==> src/sd_phy_defines.svh <==
// sd phy constants
`ifndef SD_PHY_DEFINES_SVH
`define SD_PHY_DEFINES_SVH

// frame lengths on the CMD line
`define SD_CMD_BITS 48
`define SD_LONG_RESP_BITS 136

// host clocks to wait once CMD is seen high after power-up
`define SD_INIT_CLOCKS 60

// one data block and its word address into block RAM
`define SD_BLOCK_BYTES 512
`define SD_BLK_ADDR_W 7

// x^16 + x^12 + x^5 + 1
`define SD_CRC16_POLY 16'h1021

// x^7 + x^3 + 1
`define SD_CRC7_POLY 7'h09

`endif

==> src/sd_phy_pkg.sv <==
// sd phy types and crc steps
`default_nettype none
`include "sd_phy_defines.svh"

package sd_phy_pkg;

   typedef enum logic [3:0] {
      RESP_R1  = 4'h1,
      RESP_R1B = 4'h2,
      RESP_R2  = 4'h3,
      RESP_R3  = 4'h4,
      RESP_R6  = 4'h6,
      RESP_R7  = 4'h7
   } resp_type_e;

   // command as it arrives, msb first
   typedef struct packed {
      logic        start;
      logic        dir;
      logic [5:0]  index;
      logic [31:0] arg;
      logic [6:0]  crc;
      logic        stop;
   } cmd_fields_t;

   typedef union packed {
      logic [`SD_CMD_BITS-1:0] raw;
      cmd_fields_t             f;
   } cmd_word_u;

   typedef struct packed {
      logic      valid;
      logic      crc_good;
      cmd_word_u word;
   } cmd_result_t;

   // short responses are left aligned in body
   typedef struct packed {
      logic                          act;
      resp_type_e                    rtype;
      logic [`SD_LONG_RESP_BITS-1:0] body;
   } resp_req_t;

   typedef struct packed {
      logic                      en;
      logic [`SD_BLK_ADDR_W-1:0] addr;
      logic [31:0]               data;
   } blk_wr_t;

   typedef struct packed {
      logic send;
      logic good;
   } crc_status_t;

   function automatic logic [6:0] crc7_next(input logic [6:0] crc, input logic din);
      logic fb;
      fb = din ^ crc[6];
      return {crc[5:0], 1'b0} ^ (fb ? `SD_CRC7_POLY : 7'h00);
   endfunction

   function automatic logic [15:0] crc16_next(input logic [15:0] crc, input logic din);
      logic fb;
      fb = din ^ crc[15];
      return {crc[14:0], 1'b0} ^ (fb ? `SD_CRC16_POLY : 16'h0000);
   endfunction

endpackage

`default_nettype wire

==> src/sd_cmd_rx.sv <==
// sd command receiver
`timescale 1ns/1ns
`default_nettype none
`include "sd_phy_defines.svh"

module sd_cmd_rx (
   input  wire                     sd_clk,
   input  wire                     reset_n,
   input  wire                     cmd_i,
   input  wire                     resp_busy_i,
   output sd_phy_pkg::cmd_result_t cmd_o
);

   // crc7 covers everything ahead of the crc field
   localparam int CRC_BITS = `SD_CMD_BITS - 8;

   typedef enum logic [2:0] {ST_PWR, ST_WAIT, ST_IDLE, ST_READ, ST_CHECK} state_e;

   state_e                state_q;
   logic [5:0]            cnt_q;
   logic                  cmd_last_q;
   logic [6:0]            crc_q;
   sd_phy_pkg::cmd_word_u shift_q;
   sd_phy_pkg::cmd_word_u word_nxt;

   // whole frame including the end bit on the line now
   always_comb begin
      word_nxt.raw = {shift_q.raw[`SD_CMD_BITS-2:0], cmd_i};
   end

   always_ff @(posedge sd_clk or negedge reset_n) begin
      if (!reset_n) begin
         state_q    <= ST_PWR;
         cnt_q      <= '0;
         cmd_last_q <= 1'b1;
         crc_q      <= '0;
         shift_q    <= '0;
         cmd_o      <= '0;
      end else begin
         cmd_last_q  <= cmd_i;
         cmd_o.valid <= 1'b0;
         case (state_q)
            ST_PWR: begin
               cnt_q <= '0;
               if (cmd_i)
                  state_q <= ST_WAIT;
            end
            ST_WAIT: begin
               cnt_q <= cnt_q + 6'd1;
               if (cnt_q == 6'(`SD_INIT_CLOCKS - 1))
                  state_q <= ST_IDLE;
            end
            ST_IDLE: begin
               // falling edge, not while our own response owns the line
               if (!cmd_i && cmd_last_q && !resp_busy_i) begin
                  shift_q <= '0;
                  crc_q   <= sd_phy_pkg::crc7_next(7'd0, cmd_i);
                  cnt_q   <= 6'd1;
                  state_q <= ST_READ;
               end
            end
            ST_READ: begin
               shift_q.raw <= word_nxt.raw;
               cnt_q       <= cnt_q + 6'd1;
               if (cnt_q < 6'(CRC_BITS))
                  crc_q <= sd_phy_pkg::crc7_next(crc_q, cmd_i);
               if (cnt_q == 6'(`SD_CMD_BITS - 2))
                  state_q <= ST_CHECK;
            end
            ST_CHECK: begin
               // end bit sampled here
               cmd_o.valid    <= 1'b1;
               cmd_o.crc_good <= (crc_q == word_nxt.f.crc);
               cmd_o.word     <= word_nxt;
               state_q        <= ST_IDLE;
            end
            default: state_q <= ST_PWR;
         endcase
      end
   end

endmodule

`default_nettype wire

==> src/sd_resp_tx.sv <==
// sd response transmitter
`timescale 1ns/1ns
`default_nettype none
`include "sd_phy_defines.svh"

module sd_resp_tx (
   input  wire                   sd_clk,
   input  wire                   reset_n,
   input  wire sd_phy_pkg::resp_req_t req_i,
   output logic                  cmd_o,
   output logic                  cmd_oe_o,
   output logic                  resp_busy_o,
   output logic                  resp_done_o
);

   localparam int SHORT_LAST = `SD_CMD_BITS - 1;
   localparam int LONG_LAST = `SD_LONG_RESP_BITS - 1;
   // R2 crc skips the start, direction and reserved bits
   localparam int LONG_CRC_FROM = 8;

   typedef enum logic [1:0] {ST_IDLE, ST_PRE, ST_SEND, ST_END} state_e;

   state_e                 state_q;
   sd_phy_pkg::resp_type_e rtype_q;
   logic [LONG_LAST:0]     body_q;
   logic [6:0]             crc_q;
   logic [7:0]             cnt_q;
   logic                   is_r2;
   logic                   is_r3;
   logic [7:0]             last_bit;
   logic [7:0]             crc_from;
   logic [7:0]             crc_at;

   always_comb begin
      is_r2    = (rtype_q == sd_phy_pkg::RESP_R2);
      is_r3    = (rtype_q == sd_phy_pkg::RESP_R3);
      last_bit = is_r2 ? 8'(LONG_LAST) : 8'(SHORT_LAST);
      // crc7 and end bit take the last 8 positions
      crc_at   = last_bit - 8'd7;
      crc_from = is_r2 ? 8'(LONG_CRC_FROM) : 8'd0;
   end

   assign resp_busy_o = (state_q != ST_IDLE);

   always_ff @(posedge sd_clk or negedge reset_n) begin
      if (!reset_n) begin
         state_q     <= ST_IDLE;
         rtype_q     <= sd_phy_pkg::RESP_R1;
         body_q      <= '0;
         crc_q       <= '0;
         cnt_q       <= '0;
         cmd_o       <= 1'b1;
         cmd_oe_o    <= 1'b0;
         resp_done_o <= 1'b0;
      end else begin
         resp_done_o <= 1'b0;
         case (state_q)
            ST_IDLE: begin
               if (req_i.act) begin
                  body_q  <= req_i.body;
                  rtype_q <= req_i.rtype;
                  crc_q   <= '0;
                  cnt_q   <= '0;
                  state_q <= ST_PRE;
               end
            end
            ST_PRE: state_q <= ST_SEND;
            ST_SEND: begin
               cmd_oe_o <= 1'b1;
               body_q   <= {body_q[LONG_LAST-1:0], 1'b1};
               cnt_q    <= cnt_q + 8'd1;
               if (cnt_q < crc_at) begin
                  cmd_o <= body_q[LONG_LAST];
                  if (cnt_q >= crc_from)
                     crc_q <= sd_phy_pkg::crc7_next(crc_q, body_q[LONG_LAST]);
               end else if (cnt_q < last_bit) begin
                  // R3 carries all ones in place of a crc
                  cmd_o <= is_r3 | crc_q[6];
                  crc_q <= {crc_q[5:0], 1'b1};
               end else begin
                  cmd_o   <= 1'b1;
                  state_q <= ST_END;
               end
            end
            ST_END: begin
               cmd_oe_o    <= 1'b0;
               cmd_o       <= 1'b1;
               resp_done_o <= 1'b1;
               state_q     <= ST_IDLE;
            end
            default: state_q <= ST_IDLE;
         endcase
      end
   end

endmodule

`default_nettype wire

==> src/sd_dat_rx.sv <==
// sd data block receiver
`timescale 1ns/1ns
`default_nettype none
`include "sd_phy_defines.svh"

module sd_dat_rx (
   input  wire                     sd_clk,
   input  wire                     reset_n,
   input  wire [3:0]               dat_i,
   input  wire                     data_in_act_i,
   input  wire                     data_in_stop_i,
   input  wire                     mode_4bit_i,
   input  wire                     token_oe_i,
   output sd_phy_pkg::blk_wr_t     wr_o,
   output sd_phy_pkg::crc_status_t status_o,
   output logic                    data_in_busy_o,
   output logic                    data_in_done_o,
   output logic                    data_in_crc_good_o
);

   localparam int BLK_BITS = `SD_BLOCK_BYTES * 8;
   localparam int BLK_NIBBLES = `SD_BLOCK_BYTES * 2;
   localparam int CNT_W = $clog2(BLK_BITS);
   localparam int CRC_LEN = 16;

   typedef enum logic [2:0] {ST_IDLE, ST_ARM, ST_DATA, ST_CRC, ST_DONE} state_e;

   state_e           state_q;
   logic             mode4_q;
   logic             act_last_q;
   logic             dat0_last_q;
   logic [CNT_W-1:0] cnt_q;
   logic [3:0][15:0] crc_q;
   logic [3:0][15:0] crc_nxt;
   logic [31:0]      word_nxt;
   logic             word_end;
   logic             data_end;
   logic             crc_ok;

   always_comb begin
      for (int l = 0; l < 4; l++)
         crc_nxt[l] = sd_phy_pkg::crc16_next(crc_q[l], dat_i[l]);
      // dat3 is the msb of each nibble
      word_nxt = mode4_q ? {wr_o.data[27:0], dat_i} : {wr_o.data[30:0], dat_i[0]};
      word_end = mode4_q ? (cnt_q[2:0] == 3'd7) : (cnt_q[4:0] == 5'd31);
      data_end = (cnt_q == (mode4_q ? CNT_W'(BLK_NIBBLES - 1) : CNT_W'(BLK_BITS - 1)));
      // running the received crc through the register leaves zero
      crc_ok = mode4_q ? (crc_q == '0) : (crc_q[0] == 16'd0);
   end

   always_ff @(posedge sd_clk or negedge reset_n) begin
      if (!reset_n) begin
         state_q            <= ST_IDLE;
         mode4_q            <= 1'b0;
         act_last_q         <= 1'b0;
         dat0_last_q        <= 1'b1;
         cnt_q              <= '0;
         crc_q              <= '0;
         wr_o               <= '0;
         status_o           <= '0;
         data_in_busy_o     <= 1'b0;
         data_in_done_o     <= 1'b0;
         data_in_crc_good_o <= 1'b0;
      end else begin
         act_last_q    <= data_in_act_i;
         dat0_last_q   <= dat_i[0];
         wr_o.en       <= 1'b0;
         status_o.send <= 1'b0;
         case (state_q)
            ST_IDLE: begin
               if (data_in_act_i && !act_last_q) begin
                  data_in_busy_o <= 1'b1;
                  data_in_done_o <= 1'b0;
                  mode4_q        <= mode_4bit_i;
                  state_q        <= ST_ARM;
               end
            end
            ST_ARM: begin
               // start bit, ignoring our own token on dat0
               if (!dat_i[0] && dat0_last_q && !token_oe_i) begin
                  crc_q     <= '0;
                  cnt_q     <= '0;
                  wr_o.addr <= '1;
                  state_q   <= ST_DATA;
               end
            end
            ST_DATA: begin
               wr_o.data <= word_nxt;
               crc_q     <= crc_nxt;
               cnt_q     <= cnt_q + 1'b1;
               if (word_end) begin
                  wr_o.en   <= 1'b1;
                  wr_o.addr <= wr_o.addr + 1'b1;
               end
               if (data_end) begin
                  cnt_q   <= '0;
                  state_q <= ST_CRC;
               end
            end
            ST_CRC: begin
               cnt_q <= cnt_q + 1'b1;
               if (cnt_q < CNT_W'(CRC_LEN)) begin
                  crc_q <= crc_nxt;
               end else begin
                  // end bit
                  data_in_done_o     <= 1'b1;
                  data_in_crc_good_o <= crc_ok;
                  status_o.send      <= 1'b1;
                  status_o.good      <= crc_ok;
                  state_q            <= ST_DONE;
               end
            end
            ST_DONE: begin
               // hold busy until the link lets go of act
               if (!data_in_act_i) begin
                  data_in_busy_o <= 1'b0;
                  state_q        <= ST_IDLE;
               end
            end
            default: state_q <= ST_IDLE;
         endcase
         if (data_in_stop_i && (state_q inside {ST_ARM, ST_DATA, ST_CRC})) begin
            data_in_done_o     <= 1'b1;
            data_in_crc_good_o <= 1'b0;
            status_o.send      <= 1'b0;
            state_q            <= ST_DONE;
         end
      end
   end

endmodule

`default_nettype wire

==> src/sd_crc_token_tx.sv <==
// sd crc status token sender
`timescale 1ns/1ns
`default_nettype none

module sd_crc_token_tx (
   input  wire                     sd_clk,
   input  wire                     reset_n,
   input  wire sd_phy_pkg::crc_status_t status_i,
   input  wire                     data_in_act_i,
   output logic                    dat0_o,
   output logic                    dat0_oe_o
);

   typedef enum logic [2:0] {ST_IDLE, ST_TOKEN, ST_BUSY, ST_HIGH, ST_REL} state_e;

   state_e     state_q;
   logic [4:0] tok_q;
   logic [2:0] cnt_q;

   always_ff @(posedge sd_clk or negedge reset_n) begin
      if (!reset_n) begin
         state_q   <= ST_IDLE;
         tok_q     <= '0;
         cnt_q     <= '0;
         dat0_o    <= 1'b1;
         dat0_oe_o <= 1'b0;
      end else begin
         case (state_q)
            ST_IDLE: begin
               if (status_i.send) begin
                  // start, status, end bit
                  tok_q   <= {1'b0, (status_i.good ? 3'b010 : 3'b101), 1'b1};
                  cnt_q   <= '0;
                  state_q <= ST_TOKEN;
               end
            end
            ST_TOKEN: begin
               dat0_oe_o <= 1'b1;
               dat0_o    <= tok_q[4];
               tok_q     <= {tok_q[3:0], 1'b1};
               cnt_q     <= cnt_q + 3'd1;
               if (cnt_q == 3'd4)
                  state_q <= ST_BUSY;
            end
            ST_BUSY: begin
               // card busy while the link still holds act
               dat0_o <= 1'b0;
               if (!data_in_act_i)
                  state_q <= ST_HIGH;
            end
            ST_HIGH: begin
               dat0_o  <= 1'b1;
               state_q <= ST_REL;
            end
            ST_REL: begin
               dat0_oe_o <= 1'b0;
               state_q   <= ST_IDLE;
            end
            default: state_q <= ST_IDLE;
         endcase
      end
   end

endmodule

`default_nettype wire

==> src/sd_phy.sv <==
// sd mode physical layer
`timescale 1ns/1ns
`default_nettype none

module sd_phy (
   input  wire                       sd_clk,
   input  wire                       reset_n,
   input  wire                       cmd_i,
   input  wire [3:0]                 dat_i,
   input  wire                       data_in_act_i,
   input  wire                       data_in_stop_i,
   input  wire                       mode_4bit_i,
   input  wire sd_phy_pkg::resp_req_t resp_req_i,
   output logic                      cmd_o,
   output logic                      cmd_oe_o,
   output logic [3:0]                dat_o,
   output logic [3:0]                dat_oe_o,
   output sd_phy_pkg::cmd_result_t   cmd_result_o,
   output logic                      resp_done_o,
   output sd_phy_pkg::blk_wr_t       wr_o,
   output logic                      data_in_busy_o,
   output logic                      data_in_done_o,
   output logic                      data_in_crc_good_o
);

   logic                    resp_busy;
   logic                    dat0;
   logic                    dat0_oe;
   sd_phy_pkg::crc_status_t blk_status;

   // only dat0 is ever driven, for the token and busy
   assign dat_o    = {3'b000, dat0};
   assign dat_oe_o = {3'b000, dat0_oe};

   sd_cmd_rx sd_cmd_rx_inst (
      .sd_clk      (sd_clk),
      .reset_n     (reset_n),
      .cmd_i       (cmd_i),
      .resp_busy_i (resp_busy),
      .cmd_o       (cmd_result_o)
   );

   sd_resp_tx sd_resp_tx_inst (
      .sd_clk      (sd_clk),
      .reset_n     (reset_n),
      .req_i       (resp_req_i),
      .cmd_o       (cmd_o),
      .cmd_oe_o    (cmd_oe_o),
      .resp_busy_o (resp_busy),
      .resp_done_o (resp_done_o)
   );

   sd_dat_rx sd_dat_rx_inst (
      .sd_clk             (sd_clk),
      .reset_n            (reset_n),
      .dat_i              (dat_i),
      .data_in_act_i      (data_in_act_i),
      .data_in_stop_i     (data_in_stop_i),
      .mode_4bit_i        (mode_4bit_i),
      .token_oe_i         (dat0_oe),
      .wr_o               (wr_o),
      .status_o           (blk_status),
      .data_in_busy_o     (data_in_busy_o),
      .data_in_done_o     (data_in_done_o),
      .data_in_crc_good_o (data_in_crc_good_o)
   );

   sd_crc_token_tx sd_crc_token_tx_inst (
      .sd_clk        (sd_clk),
      .reset_n       (reset_n),
      .status_i      (blk_status),
      .data_in_act_i (data_in_act_i),
      .dat0_o        (dat0),
      .dat0_oe_o     (dat0_oe)
   );

endmodule

`default_nettype wire

==> config.mk <==
export PLATFORM = sky130hd
export DESIGN_NAME = sd_phy
export DESIGN_NICKNAME = d
export VERILOG_FILES = /design/src/sd_phy_pkg.sv /design/src/sd_cmd_rx.sv /design/src/sd_resp_tx.sv /design/src/sd_dat_rx.sv /design/src/sd_crc_token_tx.sv /design/src/sd_phy.sv
export VERILOG_INCLUDE_DIRS = /design/src
export SDC_FILE = /design/constraint.sdc
export NUM_CORES = 1
export LEC_CHECK = 0
export BUFFER_PORTS_ARGS = -buffer_cell sky130_fd_sc_hd__buf_2
export CORE_UTILIZATION = 62
export CTS_CLUSTER_DIAMETER = 100
export CTS_CLUSTER_SIZE = 25
export DETAILED_ROUTE_END_ITERATION = 10
export GPL_TIMING_DRIVEN = 0
export PLACE_DENSITY = 0.95
export REMOVE_ABC_BUFFERS = 1
export SLEW_MARGIN = 5
export SYNTH_ARGS = -nofsm -noshare
export SYNTH_HDL_FRONTEND = slang
export SYNTH_HIERARCHICAL = 1
export SYNTH_SLANG_ARGS = --single-unit
==> constraint.sdc <==
create_clock -name sd_clk -period 6.9 [get_ports sd_clk]
set_input_delay 0.69 -clock sd_clk [delete_from_list [all_inputs] [get_ports sd_clk]]
set_output_delay 0.69 -clock sd_clk [all_outputs]
set_load 0.02 [all_outputs]
## After elaboration in Yosys (flattened, before gate mapping)

Cells that the tools add are included.

- Register bits after elaboration: 414
- Bits of input ports: 151
- Output and inout bits: 104

- Add/subtract/negate cells: 6
- Order comparisons: 5
- Eq/ne operators: 48
- Muxes and demuxes: 85
- Bitwise logic cells: 14
- Reduce and logical (&&, ||, !) cells: 50

Operator list:

| kind | count |
|---|---|
| $pmux W136 S2 | 1 |
| $pmux W64 S3 | 1 |
| $mux W136 | 1 |
| $mux W64 | 2 |
| $pmux W47 S2 | 1 |
| $logic_not A64 Y1 | 1 |
| $xor A16 B16 Y16 | 4 |
| $mux W13 | 4 |
| $mux W50 | 1 |
| $mux W7 | 7 |
| $mux W47 | 1 |
| $mux W3 | 15 |
| $pmux W7 S2 | 3 |
| $mux W12 | 3 |
| $pmux W12 S3 | 1 |
| $mux W32 | 1 |
| $pmux W3 S5 | 2 |
| $mux W8 | 3 |
| $reduce_and A3 Y1 | 7 |
| $eq A3 B2 Y1 const B | 6 |
| $ne A2 B1 Y1 const B | 9 |
| $pmux W6 S3 | 1 |
| $reduce_and A2 Y1 | 9 |
| $reduce_bool A2 Y1 | 9 |
| 49 further kinds | 115 |

## Logic depth before layout (Yosys ltp)

- Depth after elaboration: 6
- Mapped depth: 9
- Mapped depth without buffers: 8

## By module

Netlist, hierarchy kept.

Modules (own cells, without submodules):

| module | instances | cells an instance | area an instance (µm²) |
|---|---|---|---|
| sd_resp_tx | 1 | 722 | 7,508.5 |
| sd_dat_rx | 1 | 494 | 5,649.2 |
| sd_cmd_rx | 1 | 304 | 4,546.9 |
| sd_crc_token_tx | 1 | 63 | 653.1 |
| sd_phy | 1 | 9 | 63.8 |

## Worst setup path after synthesis

No wires, ideal clock.

- Path type: register to register
- Start: register sd_resp_tx_inst.rtype_q[0]
- End: register sd_resp_tx_inst.crc_q[0]
- Library setup time: 0.125 ns
- Data arrival time: 2.363 ns
- Setup slack: 4.412 ns
- Cell stages (with the launch flop): 9
- Path buffers: 0
- Clock period less this slack: 2.488 ns
- Path through: dfstp_2 and4bb_4 inv_1 ha_1 nand3_1 nor4_1 o41ai_2 o221ai_4 mux2_4

- Word-level cells in the longest chain between the ends: 6
- Elaborated cells on any way between the ends: 12
- Those cells by class: add/sub: 1; order compare: 3; eq/ne: 3; mux: 4; reduce/logical: 1

RTL lines:

| what | line | text |
|---|---|---|
| from (decl) | sd_resp_tx.sv:24 | `sd_phy_pkg::resp_type_e rtype_q;` |
| from (signal assigned) | sd_resp_tx.sv:48 | `rtype_q <= sd_phy_pkg::RESP_R1;` |
| from (signal assigned) | sd_resp_tx.sv:61 | `rtype_q <= req_i.rtype;` |
| $eq A4 B2 Y1 (*) | sd_resp_tx.sv:35 | `is_r2 = (rtype_q == sd_phy_pkg::RESP_R2);` |
| $mux W8 | sd_resp_tx.sv:37 | `last_bit = is_r2 ? 8'(LONG_LAST) : 8'(SHORT_LAST);` |
| $sub A8 B3 Y8 | sd_resp_tx.sv:39 | `crc_at = last_bit - 8'd7;` |
| $lt A8 B8 Y1 | sd_resp_tx.sv:72 | `if (cnt_q < crc_at) begin` |
| $ne A3 B3 Y1 (no line) (tied with other cells) | n/a |  |
| $reduce_and A4 Y1 (no line) or $pmux W7 S2 (tied branches) | n/a |  |
| to (signal assigned) | sd_resp_tx.sv:75 | `crc_q <= sd_phy_pkg::crc7_next(crc_q, body_q[LONG_LAST]);` |
| to (signal assigned) | sd_resp_tx.sv:79 | `crc_q <= {crc_q[5:0], 1'b1};` |
| to (decl) | sd_resp_tx.sv:26 | `logic [6:0] crc_q;` |

Every way passes the cells marked *; elsewhere a longest branch is shown, timed or not.
A chain may end at the register's enable or synchronous reset.

## Worst setup path after layout

- Start: register sd_resp_tx_inst.state_q[0]
- End: register sd_resp_tx_inst.body_q[61]

- Word-level cells in the longest chain between the ends: 3
- Elaborated cells on any way between the ends: 6
- Those cells by class: eq/ne: 2; mux: 1; reduce/logical: 3

RTL lines:

| what | line | text |
|---|---|---|
| from (decl) | sd_resp_tx.sv:23 | `state_e state_q;` |
| from (signal assigned) | sd_resp_tx.sv:47 | `state_q <= ST_IDLE;` |
| from (signal assigned) | sd_resp_tx.sv:64 | `state_q <= ST_PRE;` |
| from (signal assigned) | sd_resp_tx.sv:67 | `ST_PRE: state_q <= ST_SEND;` |
| $eq A2 B2 Y1 or $logic_not A2 Y1 (tied branches) | sd_resp_tx.sv:57 | `case (state_q)` |
| $reduce_bool A2 Y1 (no line) or $ne A2 B2 Y1 (tied branches) | n/a |  |
| $reduce_and A2 Y1 (no line) | n/a |  |
| to (signal assigned) | sd_resp_tx.sv:60 | `body_q <= req_i.body;` |
| to (signal assigned) | sd_resp_tx.sv:70 | `body_q <= {body_q[LONG_LAST-1:0], 1'b1};` |
| to (decl) | sd_resp_tx.sv:25 | `logic [LONG_LAST:0] body_q;` |

Parallel ways exist; a longest one is shown, timed or not.

==> results.md <==
- Antenna-violating nets left: 0
- Hold WC Path Type: in2async
- P_sw: 0.00315 W
- GRT Total Usage: 27.1%
- Seq/Total Area, Yosys: 56.3%
- Syn Area/Cell: 11.6 µm²
- Startpoint Class: register
- Max-Cap Viols: 0
- Synthesis Warnings: 6
- Core Box Area: 28,900 µm²
- Setup violations, final: 0
- Logic pwr share: 38.6%
- Clk pin slew, worst setup/hold paths: 100 ps
- Post-layout util: 71.1%
- Area grow syn2layout: 11.7%
- Hold_ws: 128 ps
- Port buffer count: 248
- Main synth FF type: dfrtp_1
- Cells after DPL: 2,137
- Internal power: 0.00502 W
- Sequential share of power: 45.1%
- Period utilisation layout: 55.6%
- Peak supply drop: 0.303 mV
- Post-synthesis register bit count: 414
- Setup Buffers After CTS: 0
- CP required: 7340 ps
- H-tree level count: 1
- Die footprint: 30,400 µm²
- Final-report max-slew violation count: 0
- Initial antenna violation count: 3
- Worst rel slew slack: 22.4%
- Later-pin clock latency in the skew report: 530 ps
- Die Y: 174 µm
- Clock root cell: clkbuf_16
- Finished Layout Cells: 2,173
- RD Place Congestion: 0.844
- CP endpoint kind: register
- Setup TNS: 0 ps
- Hold Buf Count CTS: 0
- Clock power frac: 16.3%
- Sw frac: 38.6%
- Nets: 1,941
- Worst slew pin tran: 1160 ps
- RSZ-0062 raised after global routing: no
- Crit path DAT: 4280 ps
- Sink Count: 414
- Synth cell types: 84
- TritonCTS Buffers: 20
- TritonCTS clock tree: done
- Final WS setup: 3060 ps
- Final wirelength: 41,300 µm
- Iter 0 DRT Violations: 1,190
- Drt pass-1 iters: 6
- Vias in the first global route: 13,200
- DR DRC count: 0
- Dpl ws: 3160 ps
- PwrDens: 397 nW/µm²
- Largest net degree at the start of global routing: 122
- Post-Synthesis Cells: 1,592
- Post-synth EDFFs: 0
- Routed via count: 13,200
- Layout cells sized above 1: 21.0%
- GRT overflow: 0
- CTS Buffer Depth: 3
- Row Count: 62
- Final min period: 3840 ps
- Clk_skew: 18.6 ps
- Avg Vias per Cell: 6.09
- Async S/R FF share, synth: 100%
- Outcome: complete, no violations
- CP Max Fanout: 56
- IO Pins: 255
- Initial Util: 63.7%
- Post_cts resized: 0
- Fmax: 260 MHz
- DR WL/cell: 19.0 µm
- Worst Setup Path Type: reg2reg
- Diodes inserted: 0
- # fillers: 1,893
- Leak: 9.66 nW
- First-pass GRT wire length: 67,200 µm
- Die width: 174 µm
- Dpl hpwl: 28,900 µm
- Mapped Area: 18,400 µm²
- Final Hold Viols: 0
-- layer usage --
layer / routed length (µm) / up-vias / global-route usage, %
met5: 38 / - / 0
li1: - / 6058 / -
met1: 16800 / 6614 / 35.5
met2: 20400 / 468 / 45.8
met3: 3040 / 88 / 5.34
met4: 1020 / 6 / 7.57
-- cells by family after synthesis --
group / Yosys count / share of synthesized area (%)
flops: 414 / 56.3
other cells: 1 / 0.0204
simple gates: 348 / 9.01
xor+xnor: 30 / 1.43
compound gates: 393 / 14.2
buf+inv: 147 / 4.29
mux: 243 / 13.7
fa+ha+maj: 16 / 1.08
-- cell usage after synthesis, types with 16 or more instances --
| library cell | instances | area share (%) |
|---|---|---|
| dfrtp_1 | 409 | 56 |
| nor2_1 | 189 | 3.9 |
| a21oi_1 | 183 | 5.0 |
| mux2i_1 | 178 | 9.7 |
| a22o_1 | 111 | 5.3 |
| clkbuf_1 | 50 | 1.0 |
| mux2_2 | 48 | 2.9 |
| nand2_1 | 48 | 0.98 |
| o21ai_0 | 40 | 1.1 |
| inv_1 | 33 | 0.67 |
| xnor2_1 | 24 | 1.1 |
| buf_6 | 23 | 1.4 |
| nor4_1 | 19 | 0.65 |
| buf_2 | 18 | 0.49 |
| nand3_1 | 16 | 0.43 |
-- cell type report --
cell class / count / area (µm²) / area share (%)
clock buffer: 35 / 578 / 2.81
sequential: 414 / 10400 / 50.4
timing repair buffer: 270 / 1680 / 8.18
multi-input combinational: 1036 / 7330 / 35.6
inverter: 33 / 124 / 0.602
tap: 384 / 480 / 2.33
clock inverter: 1 / 16.3 / 0.0790
-- metrics by stage --
step           total power [W]  instance area (µm²)
2_1_floorplan          0.00612                17800
3_3_place_gp           0.00671                19500
3_5_place_dp           0.00684                20000
4_1_cts                0.00819                20600
5_1_grt                0.00867                20600
6_report               0.00818                20600
-- critical path: stages (launching register included) --
cell and delay (ps):
dfrtp_1 410, inv_1 130, ha_4 710, buf_16 360
inv_1 210, o21ai_4 600, buf_12 280, buf_12 230
buf_12 230, buf_12 230, nor2_1 80, a21oi_1 200
-- layout by cell type, fill, tap and decap left out, types with 14 or more instances in the layout --
cell type  Yosys  layout
a22o_1       111     111
mux2i_1      178     178
a21oi_1      183     183
nand2_1       48      48
xnor2_1       24      24
o21ai_0       40      38
mux2_2        48      48
nor4_1        19      19
clkbuf_1      50      14
nand3_1       16      16
dfrtp_1      409     408
clkbuf_16      0      21
ha_1          15      14
mux2_1        14      14
inv_1         33      33
nor2_1       189     189
buf_2         18     247
-- final timing paths --
path / start / slack [ps] / cells past startpoint / endpoint
worst max-delay path: sd_resp_tx_inst/state_q[0]$_DFFE_PN0P_ / 3060 / 11 / sd_resp_tx_inst/body_q[61]$_DFFE_PN0P_
worst min register to register: sd_cmd_rx_inst/cmd_o[46]$_DFFE_PN0P_ / 490 / 1 / sd_cmd_rx_inst/cmd_o[46]$_DFFE_PN0P_
min in group sd_clk: cmd_i / 330 / 1 / sd_cmd_rx_inst/cmd_last_q$_DFF_PN1_
worst min-delay path: reset_n / 130 / 1 / sd_resp_tx_inst/body_q[100]$_DFFE_PN0P_
max in group asynchronous: reset_n / 5300 / 3 / sd_cmd_rx_inst/cmd_o[22]$_DFFE_PN0P_
worst max register to register: sd_resp_tx_inst/state_q[0]$_DFFE_PN0P_ / 3060 / 11 / sd_resp_tx_inst/body_q[61]$_DFFE_PN0P_
-- power groups by stage --
stage | logic [W] | clock network [W] | registers, W
2_1_floorplan | 0.00239 | 0 | 0.00373
3_5_place_dp | 0.00313 | 0 | 0.00372
4_1_cts | 0.00315 | 0.00137 | 0.00367
3_3_place_gp | 0.00302 | 0 | 0.00369
5_1_grt | 0.00345 | 0.00145 | 0.00376
6_report | 0.00316 | 0.00133 | 0.00369
-- state kept, by name, summed over array words and instances, names as in the netlist, 2 cells and up --
signal                        count
sd_resp_tx_inst/body_q          136
sd_dat_rx_inst/crc_q             64
sd_cmd_rx_inst/cmd_o             50
sd_cmd_rx_inst/shift_q           47
sd_dat_rx_inst/wr_o              40
sd_dat_rx_inst/cnt_q             12
sd_resp_tx_inst/cnt_q             8
sd_cmd_rx_inst/crc_q              7
sd_resp_tx_inst/crc_q             7
sd_cmd_rx_inst/cnt_q              6
sd_crc_token_tx_inst/tok_q        5
sd_resp_tx_inst/rtype_q           4
sd_cmd_rx_inst/state_q            3
sd_crc_token_tx_inst/cnt_q        3
sd_crc_token_tx_inst/state_q      3
sd_dat_rx_inst/state_q            3
sd_dat_rx_inst/status_o           2
sd_resp_tx_inst/state_q           2
Power figures use the tool's default switching activity.
